[src/hw/demodCtrlPkg.sv]
/*
 * Shared address map, widths, bus structs and state enums for the
 * demodulator host control subsystem. Referenced by scoped name only.
 */
package demodCtrlPkg;

  // ********************
  // Widths and constants
  // ********************
  localparam logic [15:0] VerNumber = 16'h0003;
  localparam int AddrWidth = 12;
  localparam int DataWidth = 16;
  localparam int ResetHoldCycles = 5;
  localparam int SpiFrameBits = 16;
  localparam int DacCount = 3;
  localparam int AdcWidth = 14;
  localparam int SampleWidth = 18;

  // Register addresses
  localparam logic [AddrWidth-1:0] MiscResetAddr = 12'h000;
  localparam logic [AddrWidth-1:0] MiscVersionAddr = 12'h002;
  localparam logic [AddrWidth-1:0] DacFrameAddr = 12'h100;
  localparam logic [AddrWidth-1:0] DacCtrlAddr = 12'h102;
  localparam logic [AddrWidth-1:0] GpioAddr = 12'h200;

  // Address space bounds, inclusive
  localparam logic [AddrWidth-1:0] MiscSpaceLo = 12'h000;
  localparam logic [AddrWidth-1:0] MiscSpaceHi = 12'h0FE;
  localparam logic [AddrWidth-1:0] DacSpaceLo = 12'h100;
  localparam logic [AddrWidth-1:0] DacSpaceHi = 12'h1FE;
  localparam logic [AddrWidth-1:0] GpioSpaceLo = 12'h200;
  localparam logic [AddrWidth-1:0] GpioSpaceHi = 12'h2FE;
  localparam logic [AddrWidth-1:0] DemodSpaceLo = 12'h800;
  localparam logic [AddrWidth-1:0] DemodSpaceHi = 12'hFFE;

  // ********************
  // Enums
  // ********************
  typedef enum logic [2:0] {
    SpaceMisc, SpaceDac, SpaceGpio, SpaceDemod, SpaceNone
  } addrSpace_e;

  typedef enum logic [1:0] {
    SpiIdle, SpiSelect, SpiShift, SpiRelease
  } spiState_e;

  // ********************
  // Structs
  // ********************
  // Host pins, all strobes active low
  typedef struct packed {
    logic nCs;
    logic nWe;
    logic nRd;
    logic [AddrWidth-1:0] addr;
    logic [DataWidth-1:0] wrData;
  } hostBus_t;

  typedef struct packed {
    logic strobe;
    logic [AddrWidth-1:0] addr;
    logic [DataWidth-1:0] data;
  } regWrite_t;

  // Sent MSB first, so rw goes out on the first sclk
  typedef struct packed {
    logic rw;
    logic [1:0] width;
    logic [4:0] regAddr;
    logic [7:0] regData;
  } spiFrame_t;

  typedef struct packed {
    logic [DacCount-1:0][SampleWidth-1:0] sample;
    logic [DacCount-1:0] sync;
  } demodSamples_t;

endpackage

[src/hw/converterIo.sv]
/*
 * ADC input reclocking and the three DAC output registers. Each DAC word
 * is the upper sample bits in offset binary, loaded on its sync.
 */
module converterIo (
  input  logic ck933,
  input  logic rs,
  input  logic [13:0] adcD,
  output logic [13:0] ifSample,
  input  demodCtrlPkg::demodSamples_t samples,
  output logic [2:0][13:0] dacD
);

  localparam int MsbPos = demodCtrlPkg::SampleWidth - 1;
  localparam int LsbPos = demodCtrlPkg::SampleWidth - demodCtrlPkg::AdcWidth;

  // Single register stage meant for the input pads
  always_ff @(posedge ck933) begin
    ifSample <= adcD;
  end

  // ********************
  // DAC words
  // ********************
  for (genvar i = 0; i < demodCtrlPkg::DacCount; i++) begin : gDac
    always_ff @(posedge ck933 or posedge rs) begin
      if (rs) begin
        // Midscale keeps the DAC output quiet
        dacD[i] <= 14'h2000;
      end else if (samples.sync[i]) begin
        dacD[i] <= {~samples.sample[i][MsbPos], samples.sample[i][MsbPos-1:LsbPos]};
      end
    end
  end

endmodule

[src/hw/dacSpiSequencer.sv]
/*
 * Runs one three-wire serial frame to the selected DAC. Holds the frame,
 * channel and read-back registers and reports busy in the status word.
 */
module dacSpiSequencer (
  input  logic ck933,
  input  logic rs,
  input  demodCtrlPkg::regWrite_t regWrite,
  input  demodCtrlPkg::addrSpace_e space,
  input  logic sdioIn,
  output logic [2:0] csN,
  output logic sclk,
  output logic sdioOut,
  output logic sdioOe,
  output logic [15:0] statusRd
);

  localparam int BitCntWidth = $clog2(demodCtrlPkg::SpiFrameBits);
  localparam int HalfFrame = demodCtrlPkg::SpiFrameBits / 2;

  demodCtrlPkg::spiState_e state;
  demodCtrlPkg::spiFrame_t frameReg;
  logic readFrame;
  logic [BitCntWidth-1:0] bitCnt;
  logic [7:0] readBack;
  logic [7:0] readByte;
  logic dacWrite;
  logic startReq;
  logic load;
  logic run;
  logic busy;
  logic shiftTick;
  logic sampleTick;
  logic lastHalf;
  logic captureEn;

  assign dacWrite = regWrite.strobe && (space == demodCtrlPkg::SpaceDac);
  // Channel 3 does not exist
  assign startReq = dacWrite && (regWrite.addr == demodCtrlPkg::DacCtrlAddr) &&
                    (regWrite.data[1:0] != 2'd3);
  assign busy = (state != demodCtrlPkg::SpiIdle);
  assign load = startReq && !busy;
  assign run = (state == demodCtrlPkg::SpiShift);
  assign lastHalf = (bitCnt >= BitCntWidth'(HalfFrame));
  assign captureEn = run && readFrame && lastHalf;

  // Hand sdio to the DAC for the data byte of a read frame
  assign sdioOe = (state == demodCtrlPkg::SpiSelect || run) && !(readFrame && lastHalf);
  assign statusRd = {readBack, 7'b0, busy};

  always_ff @(posedge ck933) begin
    if (dacWrite && regWrite.addr == demodCtrlPkg::DacFrameAddr) begin
      frameReg <= regWrite.data;
    end
  end

  // ********************
  // Frame FSM
  // ********************
  always_ff @(posedge ck933 or posedge rs) begin
    if (rs) begin
      state <= demodCtrlPkg::SpiIdle;
      csN <= '1;
      readFrame <= 1'b0;
      bitCnt <= '0;
      readBack <= '0;
    end else begin
      case (state)
        demodCtrlPkg::SpiIdle: begin
          if (load) begin
            readFrame <= frameReg.rw;
            csN <= ~(3'b001 << regWrite.data[1:0]);
            state <= demodCtrlPkg::SpiSelect;
          end
        end
        demodCtrlPkg::SpiSelect: begin
          bitCnt <= '0;
          state <= demodCtrlPkg::SpiShift;
        end
        demodCtrlPkg::SpiShift: begin
          if (shiftTick) begin
            bitCnt <= bitCnt + 1'b1;
            if (bitCnt == BitCntWidth'(demodCtrlPkg::SpiFrameBits - 1)) begin
              state <= demodCtrlPkg::SpiRelease;
            end
          end
        end
        default: begin
          // sclk is low here, so csN rises with the clock idle
          if (readFrame) readBack <= readByte;
          csN <= '1;
          state <= demodCtrlPkg::SpiIdle;
        end
      endcase
    end
  end

  spiBitTimer bitTimer (
    .ck933(ck933),
    .rs(rs),
    .run(run),
    .sclk(sclk),
    .shiftTick(shiftTick),
    .sampleTick(sampleTick)
  );

  spiShifter shifter (
    .ck933(ck933),
    .rs(rs),
    .load(load),
    .frame(frameReg),
    .shiftTick(shiftTick),
    .sampleTick(sampleTick),
    .captureEn(captureEn),
    .sdioIn(sdioIn),
    .sdioOut(sdioOut),
    .readByte(readByte)
  );

  assert property (@(posedge ck933) disable iff (rs) $onehot0(~csN));

  // Chip select moves only with the serial clock low on both sides
  assert property (@(posedge ck933) disable iff (rs)
    !$stable(csN) |-> !sclk && !$past(sclk));

endmodule

[src/hw/demodCtrlTop.sv]
/*
 * Host control subsystem top level. Connects the bus decoder, reset
 * stretcher, DAC serial port, converter paths and GPIO.
 */
module demodCtrlTop (
  input  logic ck933,
  input  logic rs,
  input  demodCtrlPkg::hostBus_t hostBus,
  output logic [15:0] rdData,
  output logic rdOe,
  input  logic [13:0] adcD,
  output logic [13:0] ifSample,
  input  demodCtrlPkg::demodSamples_t samples,
  output logic [2:0][13:0] dacD,
  output logic dacRst,
  output logic [2:0] csN,
  output logic sclk,
  input  logic sdioIn,
  output logic sdioOut,
  output logic sdioOe,
  output logic bsyncNLock,
  output logic demodNLock,
  output demodCtrlPkg::regWrite_t demodWrite,
  input  logic [31:0] demodRdData
);

  demodCtrlPkg::regWrite_t regWrite;
  demodCtrlPkg::addrSpace_e space;
  logic softReset;
  logic intReset;
  logic [15:0] dacRdData;
  logic [15:0] gpioRdData;

  hostBusDecoder busDecoder (
    .ck933(ck933), .rs(rs), .hostBus(hostBus),
    .dacRdData(dacRdData), .gpioRdData(gpioRdData), .demodRdData(demodRdData),
    .regWrite(regWrite), .space(space), .softReset(softReset),
    .rdData(rdData), .rdOe(rdOe)
  );

  resetStretcher resetHold (
    .ck933(ck933), .rs(rs), .softReset(softReset), .intReset(intReset)
  );

  assign dacRst = intReset;

  // ********************
  // Internal reset domain
  // ********************
  dacSpiSequencer dacSpi (
    .ck933(ck933), .rs(intReset), .regWrite(regWrite), .space(space),
    .sdioIn(sdioIn), .csN(csN), .sclk(sclk), .sdioOut(sdioOut),
    .sdioOe(sdioOe), .statusRd(dacRdData)
  );

  converterIo convIo (
    .ck933(ck933), .rs(intReset), .adcD(adcD), .ifSample(ifSample),
    .samples(samples), .dacD(dacD)
  );

  statusGpio gpio (
    .ck933(ck933), .rs(intReset), .regWrite(regWrite), .space(space),
    .gpioRdData(gpioRdData), .bsyncNLock(bsyncNLock), .demodNLock(demodNLock)
  );

  // Demod register writes leave the chip unchanged
  assign demodWrite.strobe = regWrite.strobe && (space == demodCtrlPkg::SpaceDemod);
  assign demodWrite.addr = regWrite.addr;
  assign demodWrite.data = regWrite.data;

endmodule

[src/hw/hostBusDecoder.sv]
/*
 * Samples the chip-select host bus on ck933, turns writes into one-cycle
 * strobes, decodes the address space and registers the read data mux.
 */
module hostBusDecoder (
  input  logic ck933,
  input  logic rs,
  input  demodCtrlPkg::hostBus_t hostBus,
  input  logic [15:0] dacRdData,
  input  logic [15:0] gpioRdData,
  input  logic [31:0] demodRdData,
  output demodCtrlPkg::regWrite_t regWrite,
  output demodCtrlPkg::addrSpace_e space,
  output logic softReset,
  output logic [15:0] rdData,
  output logic rdOe
);

  demodCtrlPkg::hostBus_t busQ;
  demodCtrlPkg::addrSpace_e busSpace;
  logic wrSampled;
  logic wrPrev;
  logic rdSampled;
  logic [15:0] rdMux;

  function automatic demodCtrlPkg::addrSpace_e decodeSpace(
    input logic [demodCtrlPkg::AddrWidth-1:0] a
  );
    if (a >= demodCtrlPkg::MiscSpaceLo && a <= demodCtrlPkg::MiscSpaceHi)
      return demodCtrlPkg::SpaceMisc;
    if (a >= demodCtrlPkg::DacSpaceLo && a <= demodCtrlPkg::DacSpaceHi)
      return demodCtrlPkg::SpaceDac;
    if (a >= demodCtrlPkg::GpioSpaceLo && a <= demodCtrlPkg::GpioSpaceHi)
      return demodCtrlPkg::SpaceGpio;
    if (a >= demodCtrlPkg::DemodSpaceLo && a <= demodCtrlPkg::DemodSpaceHi)
      return demodCtrlPkg::SpaceDemod;
    return demodCtrlPkg::SpaceNone;
  endfunction

  assign busSpace = decodeSpace(busQ.addr);
  assign wrSampled = !busQ.nCs && !busQ.nWe;
  assign rdSampled = !busQ.nCs && !busQ.nRd;

  // ********************
  // Read mux
  // ********************
  always_comb begin
    rdMux = '0;
    case (busSpace)
      demodCtrlPkg::SpaceMisc:
        if (busQ.addr == demodCtrlPkg::MiscVersionAddr) rdMux = demodCtrlPkg::VerNumber;
      demodCtrlPkg::SpaceDac:
        if (busQ.addr == demodCtrlPkg::DacCtrlAddr) rdMux = dacRdData;
      demodCtrlPkg::SpaceGpio:
        if (busQ.addr == demodCtrlPkg::GpioAddr) rdMux = gpioRdData;
      // Demod registers are 32 bits, addr[1] picks the half
      demodCtrlPkg::SpaceDemod:
        rdMux = busQ.addr[1] ? demodRdData[31:16] : demodRdData[15:0];
      default:
        rdMux = '0;
    endcase
  end

  always_ff @(posedge ck933 or posedge rs) begin
    if (rs) begin
      busQ <= '{nCs: 1'b1, nWe: 1'b1, nRd: 1'b1, default: '0};
      wrPrev <= 1'b0;
      regWrite <= '0;
      space <= demodCtrlPkg::SpaceNone;
      rdOe <= 1'b0;
      rdData <= '0;
    end else begin
      busQ <= hostBus;
      wrPrev <= wrSampled;
      // One strobe on the first sampled write cycle only
      regWrite.strobe <= wrSampled && !wrPrev;
      regWrite.addr <= busQ.addr;
      regWrite.data <= busQ.wrData;
      space <= busSpace;
      rdOe <= rdSampled;
      rdData <= rdMux;
    end
  end

  assign softReset = regWrite.strobe && (space == demodCtrlPkg::SpaceMisc) &&
                     (regWrite.addr == demodCtrlPkg::MiscResetAddr);

  assert property (@(posedge ck933) disable iff (rs)
    regWrite.strobe |=> !regWrite.strobe);

endmodule

[src/hw/resetStretcher.sv]
/*
 * Stretches a one-cycle soft reset strobe into an internal reset
 * that is held for a fixed number of cycles. rs forces it at once.
 */
module resetStretcher (
  input  logic ck933,
  input  logic rs,
  input  logic softReset,
  output logic intReset
);

  localparam int CntWidth = $clog2(demodCtrlPkg::ResetHoldCycles + 1);

  logic [CntWidth-1:0] holdCnt;
  logic holdQ;

  always_ff @(posedge ck933 or posedge rs) begin
    if (rs) begin
      holdCnt <= '0;
      holdQ <= 1'b1;
    end else begin
      if (softReset) begin
        holdCnt <= CntWidth'(demodCtrlPkg::ResetHoldCycles);
      end else if (holdCnt != '0) begin
        holdCnt <= holdCnt - 1'b1;
      end
      // High while loaded or still counting down
      holdQ <= softReset || (holdCnt != '0);
    end
  end

  assign intReset = holdQ;

  // Full hold once the strobe lands
  assert property (@(posedge ck933) disable iff (rs)
    softReset |=> intReset [*demodCtrlPkg::ResetHoldCycles + 1]);

endmodule

[src/hw/spiBitTimer.sv]
/*
 * Divides ck933 by four into the serial clock. Each bit is two cycles
 * low then two high, with ticks for shifting and sampling.
 */
module spiBitTimer (
  input  logic ck933,
  input  logic rs,
  input  logic run,
  output logic sclk,
  output logic shiftTick,
  output logic sampleTick
);

  logic [1:0] phase;

  // Phase 0 and 1 low, 2 and 3 high
  always_ff @(posedge ck933 or posedge rs) begin
    if (rs) begin
      phase <= '0;
    end else if (run) begin
      phase <= phase + 1'b1;
    end else begin
      phase <= '0;
    end
  end

  assign sclk = phase[1];

  // Shift lands on the falling edge, capture on the rising edge
  assign shiftTick = run && (phase == 2'd3);
  assign sampleTick = run && (phase == 2'd1);

endmodule

[src/hw/spiShifter.sv]
/*
 * Serializes one frame MSB first onto sdio and collects the read-back
 * byte from the DAC while capture is enabled.
 */
module spiShifter (
  input  logic ck933,
  input  logic rs,
  input  logic load,
  input  demodCtrlPkg::spiFrame_t frame,
  input  logic shiftTick,
  input  logic sampleTick,
  input  logic captureEn,
  input  logic sdioIn,
  output logic sdioOut,
  output logic [7:0] readByte
);

  logic [demodCtrlPkg::SpiFrameBits-1:0] shiftReg;

  always_ff @(posedge ck933 or posedge rs) begin
    if (rs) begin
      shiftReg <= '0;
    end else if (load) begin
      shiftReg <= frame;
    end else if (shiftTick) begin
      shiftReg <= {shiftReg[demodCtrlPkg::SpiFrameBits-2:0], 1'b0};
    end
  end

  assign sdioOut = shiftReg[demodCtrlPkg::SpiFrameBits-1];

  // Read-back byte arrives MSB first
  always_ff @(posedge ck933 or posedge rs) begin
    if (rs) begin
      readByte <= '0;
    end else if (sampleTick && captureEn) begin
      readByte <= {readByte[6:0], sdioIn};
    end
  end

endmodule

[src/hw/statusGpio.sv]
/*
 * General purpose output register written from the host. Bits 0 and 1
 * drive the two lock indicator pins, and the whole word reads back.
 */
module statusGpio (
  input  logic ck933,
  input  logic rs,
  input  demodCtrlPkg::regWrite_t regWrite,
  input  demodCtrlPkg::addrSpace_e space,
  output logic [15:0] gpioRdData,
  output logic bsyncNLock,
  output logic demodNLock
);

  logic [15:0] gpioReg;

  always_ff @(posedge ck933 or posedge rs) begin
    if (rs) begin
      gpioReg <= '0;
    end else if (regWrite.strobe && space == demodCtrlPkg::SpaceGpio) begin
      gpioReg <= regWrite.data;
    end
  end

  assign gpioRdData = gpioReg;

  // Lock pins, bit 0 bit sync and bit 1 demod
  assign bsyncNLock = gpioReg[0];
  assign demodNLock = gpioReg[1];

endmodule

[config.mk]
export PLATFORM = sky130hd
export DESIGN_NAME = demodCtrlTop
export DESIGN_NICKNAME = d
export VERILOG_FILES = /design/src/hw/demodCtrlPkg.sv /design/src/hw/converterIo.sv /design/src/hw/dacSpiSequencer.sv /design/src/hw/demodCtrlTop.sv /design/src/hw/hostBusDecoder.sv /design/src/hw/resetStretcher.sv /design/src/hw/spiBitTimer.sv /design/src/hw/spiShifter.sv /design/src/hw/statusGpio.sv
export SDC_FILE = /design/constraint.sdc
export NUM_CORES = 1
export LEC_CHECK = 0
export ABC_AREA = 1
export BUFFER_PORTS_ARGS = -buffer_cell sky130_fd_sc_hd__buf_2
export CAP_MARGIN = 20
export CORE_AREA = 10 10 166 168
export CTS_CLUSTER_SIZE = 25
export DETAILED_ROUTE_END_ITERATION = 12
export DIE_AREA = 0 0 176 178
export PLACE_DENSITY = 0.57
export SLEW_MARGIN = 0
export SYNTH_ARGS = -nofsm -noshare
export SYNTH_HDL_FRONTEND = slang
export SYNTH_SLANG_ARGS = --single-unit
[constraint.sdc]
create_clock -name ck933 -period 3.4 [get_ports ck933]
set_input_delay 0.68 -clock ck933 [delete_from_list [all_inputs] [get_ports ck933]]
set_output_delay 0.68 -clock ck933 [all_outputs]
set_load 0.1 [all_outputs]
==> tab_implementation.tex <==
\begin{tabular}{lr}
\hline
Metric & Value \\
\hline
\multicolumn{2}{l}{\textbf{Status}} \\
Outcome & completed \\
\multicolumn{2}{l}{\textbf{Synth}} \\
Sequential cell area fraction in the yosys report & about 65\% \\
Count of warnings emitted by yosys & 0 \\
Number of unique standard cell types used by synthesis & 29 \\
Synth Register Bits & between 200 and 250 \\
Yosys top cell by area & sky130\_fd\_sc\_hd\_\_dfrtp\_1 \\
Top cells by area, synth & sky130\_fd\_sc\_hd\_\_dfrtp\_1 (52\%), sky130\_fd\_sc\_hd\_\_nand2\_1 (12\%), sky130\_fd\_sc\_hd\_\_edfxtp\_1 (5.7\%), sky130\_fd\_sc\_hd\_\_mux2\_2 (3.6\%), sky130\_fd\_sc\_hd\_\_dfstp\_2 (3.4\%) \\
Synth Area per Inst & slightly above 10 um2 \\
Gate count after technology mapping & 811 \\
Post-Synthesis Cell Area & between 8000 and 9000 um2 \\
Synth top area share & approximately 52\% \\
Net count after synthesis & between 900 and 1000 \\
\multicolumn{2}{l}{\textbf{Global route}} \\
Total Routing Usage GR & roughly 13\% \\
Number of antenna violations at the first check in global routing & 0 \\
GRT overflow & 0 \\
Vias in the first global route & just over 6000 \\
Pin count of the biggest net entering global routing & 62 \\
Wire length of the first global-routing pass & around 34000 um \\
\multicolumn{2}{l}{\textbf{Detailed routing}} \\
Wire length per cell after detailed routing & approximately 16 um \\
Remaining design rule violation count & 0 \\
Final wirelength & 21600 um \\
Metal-1 WL & just under 9000 um \\
Violation count after the first detailed-routing iteration & approximately 420 \\
Number of detailed-routing iterations run before antenna repair & 4 \\
Number of nets with antenna violations after detailed routing & 0 \\
Length of routed met2 wiring & 11000 um \\
Via count & around 6000 \\
Highest Signal Layer & met4 \\
Via count normalized by instance count & 4.37 \\
Routed met3 length & 1440 um \\
\multicolumn{2}{l}{\textbf{Final layout}} \\
Leading cell types in the layout, fill and taps excluded & sky130\_fd\_sc\_hd\_\_nand2\_1 (278), sky130\_fd\_sc\_hd\_\_buf\_2 (235), sky130\_fd\_sc\_hd\_\_dfrtp\_1 (176) \\
Fin nets & between 1000 and 1500 \\
Area used by multi-input combinational logic & 2340 um2 \\
Area taken by flip-flops and latches & approximately 5500 um2 \\
Final non-filler cell total & 1371 \\
Most common cell after layout, fill and taps aside & sky130\_fd\_sc\_hd\_\_nand2\_1 \\
Area overhead of the layout relative to synthesis & 26.3\% \\
Fraction of layout cells with a size suffix above 1 & 32.9\% \\
Final-layout fill cell count & approximately 2400 \\
Antenna Diode Count & 0 \\
\multicolumn{2}{l}{\textbf{Placed design}} \\
Final weighted congestion in routability-driven placement & 0.772 \\
Quantity of I/O buffers inserted on ports & $\sim$240 \\
Total instance count after detailed placement & 1326 \\
HPWL after detailed placement & about 16000 um \\
\multicolumn{2}{l}{\textbf{Power}} \\
Power per Cell Area & 765 nW/um2 \\
Leakage & $\sim$5.5 nW \\
Worst IR drop on VDD & 0.363 mV \\
\multicolumn{2}{l}{\textbf{CTS}} \\
Clock transition at path regs & around 60 ps \\
\# resized after CTS & 0 \\
Clock tree from TritonCTS & done \\
Maximum root-to-sink buffer count & 3 \\
Number of buffers inserted during clock tree synthesis & 24 \\
Number of clock sinks seen by CTS & 217 \\
Library cell used as clock root buffer & sky130\_fd\_sc\_hd\_\_clkbuf\_16 \\
H-tree Lvls & 1 \\
Clock latency on the worst-skew pair & between 500 and 600 ps \\
Number of post-CTS setup repair buffers & 0 \\
Cts hold-fix bufs & 0 \\
\multicolumn{2}{l}{\textbf{Worst setup path}} \\
Critical path arrival & roughly 2000 ps \\
Capturing point of the worst reg2reg path & dacSpi.shifter.shiftReg[6] \\
Worst reg2reg path depth & 9 \\
Critical setup path kind & reg2out \\
Maximum fanout along the worst path & 5 \\
Setup crit end kind & output pin \\
Nature of the critical path startpoint & flop \\
Origin of the critical flop-to-flop path & dacSpi.state[0] \\
Critical Path RT & around 2700 ps \\
Worst R2R Setup Slack & $\sim$1400 ps \\
\multicolumn{2}{l}{\textbf{Floorplan}} \\
Area of the die & about 31000 um2 \\
Initial Util & approximately a third \\
Count of boundary I/O pins & about 250 \\
Die Height & around 180 um \\
Horiz. Die Dim & around 180 um \\
Number of placement rows & between 50 and 60 \\
Total core area & 24100 um2 \\
\multicolumn{2}{l}{\textbf{Timing}} \\
Worst clock skew on the final layout & about 9.3 ps \\
Final Hold Violating Endpoints & 0 \\
Setup violation total in the final timing report & 0 \\
Final period util & roughly four fifths \\
Count of pins over their slew limit & 0 \\
Fin Setup TNS & 0 ps \\
Max-Slew Margin vs Limit & approximately 44\% \\
Transition at the pin with the smallest max-transition slack & 833 ps \\
Post-layout min period & about 2700 ps \\
Maximum clock frequency & between 0.3 and 0.4 GHz \\
RSZ-0062 raised after global routing & no \\
\multicolumn{2}{l}{\textbf{Flow run}} \\
Number of maximum-capacitance violations & 0 \\
\multicolumn{2}{l}{\textbf{Worst hold path}} \\
Type of the worst min-delay path & in2async \\
\hline
\end{tabular}
## metrics by stage
stage               setup slack [ps]  instance area, um2  total power [mW]  util [%]  hold WS [ps]
global placement                1230                9730              5.38      40.4           332
finish                           718               10600              8.11      44.0           186
global route                     632               10600              8.57      44.0           223
CTS                              707               10600              8.25      44.0           191
detailed placement              1250                9730              5.41      40.4           336
floorplan                        123                8400              4.89         -           331
## worst max-delay path: stages (launching register included)
cell and delay (ps):
sky130_fd_sc_hd__dfrtp_1 400, sky130_fd_sc_hd__inv_1 80, sky130_fd_sc_hd__ha_1 300, sky130_fd_sc_hd__inv_1 90
sky130_fd_sc_hd__a21oi_1 160, sky130_fd_sc_hd__buf_2 460
## cells by family after synthesis
family                     after synthesis  synth area share, %
buffers and inverters                  126                 7.31
adders and majority gates               10                 1.49
and+or+nand+nor                        399                 20.7
muxes                                   27                 3.62
AOI/OAI and AO/OA                       32                 1.94
DFF                                    217                 64.9
## flip-flops by register name, indices dropped and copies added, names as in the netlist, 4 cells and up
register                 count
busDecoder.rdData           16
dacSpi.bitCnt                4
convIo.dacD                 42
dacSpi.readBack              8
busDecoder.regWrite         29
gpio.gpioRdData             16
dacSpi.shifter.readByte      8
dacSpi.shifter.shiftReg     16
busDecoder.busQ             31
dacSpi.frameReg             16
convIo.ifSample             14
## power breakdown
group          leakage (nW)  total, mW  internal, mW  switching, mW
clock network         0.420       2.80          1.75           1.04
logic                  2.52       2.22         0.460           1.76
registers              2.55       3.09          2.91          0.184
## Yosys cell counts
cell and count:
sky130_fd_sc_hd__nand2_1 278, sky130_fd_sc_hd__dfrtp_1 176, sky130_fd_sc_hd__inv_1 74, sky130_fd_sc_hd__nand3_1 52, sky130_fd_sc_hd__buf_4 31, sky130_fd_sc_hd__mux2_2 27
sky130_fd_sc_hd__nor2_1 25, sky130_fd_sc_hd__o21ai_0 24, sky130_fd_sc_hd__nand4_1 18, sky130_fd_sc_hd__edfxtp_1 16, sky130_fd_sc_hd__dfxtp_1 14, sky130_fd_sc_hd__dfstp_2 11
sky130_fd_sc_hd__ha_1 10, sky130_fd_sc_hd__nand3_2 9, sky130_fd_sc_hd__buf_2 8, sky130_fd_sc_hd__clkbuf_1 8, sky130_fd_sc_hd__a21oi_1 7, sky130_fd_sc_hd__nor3_1 5
sky130_fd_sc_hd__nor2_2 3, sky130_fd_sc_hd__nor2_4 3, sky130_fd_sc_hd__buf_6 2, sky130_fd_sc_hd__clkinv_1 2, sky130_fd_sc_hd__nor3_2 2, sky130_fd_sc_hd__buf_1 1
sky130_fd_sc_hd__nand2_2 1, sky130_fd_sc_hd__nand3_4 1, sky130_fd_sc_hd__nand3b_2 1, sky130_fd_sc_hd__nor4_1 1, sky130_fd_sc_hd__o211ai_1 1
## worst max path at each step
stage,startpoint,to,slack (ps),cells past startpoint
2_1_floorplan,resetHold.intReset,convIo.dacD[0],120,1
3_3_place_gp,dacSpi.state[0],sdioOe,1230,5
3_5_place_dp,dacSpi.state[0],sdioOe,1250,5
4_1_cts,dacSpi.state[0],sdioOe,710,5
5_1_grt,dacSpi.state[0],sdioOe,630,5
6_report,dacSpi.state[0],sdioOe,720,5
## final cells by class
| class | count | area share, % |
|---|---|---|
| clock buffer | 33 | 6.65 |
| clock inverter | 11 | 1.53 |
| inverter | 76 | 2.73 |
| multi-input combinational | 468 | 22.0 |
| sequential | 217 | 51.4 |
| tap | 324 | 3.82 |
| timing repair buffer | 242 | 11.8 |
## per-layer routing
layer | global-route usage, % | up-vias
li1 | - | 2979
met1 | 15.8 | 2832
met3 | 3.91 | 27
met5 | 0 | -
met4 | 3.43 | 0
met2 | 23.7 | 148
No activity file was read; power rests on OpenSTA's default activity.
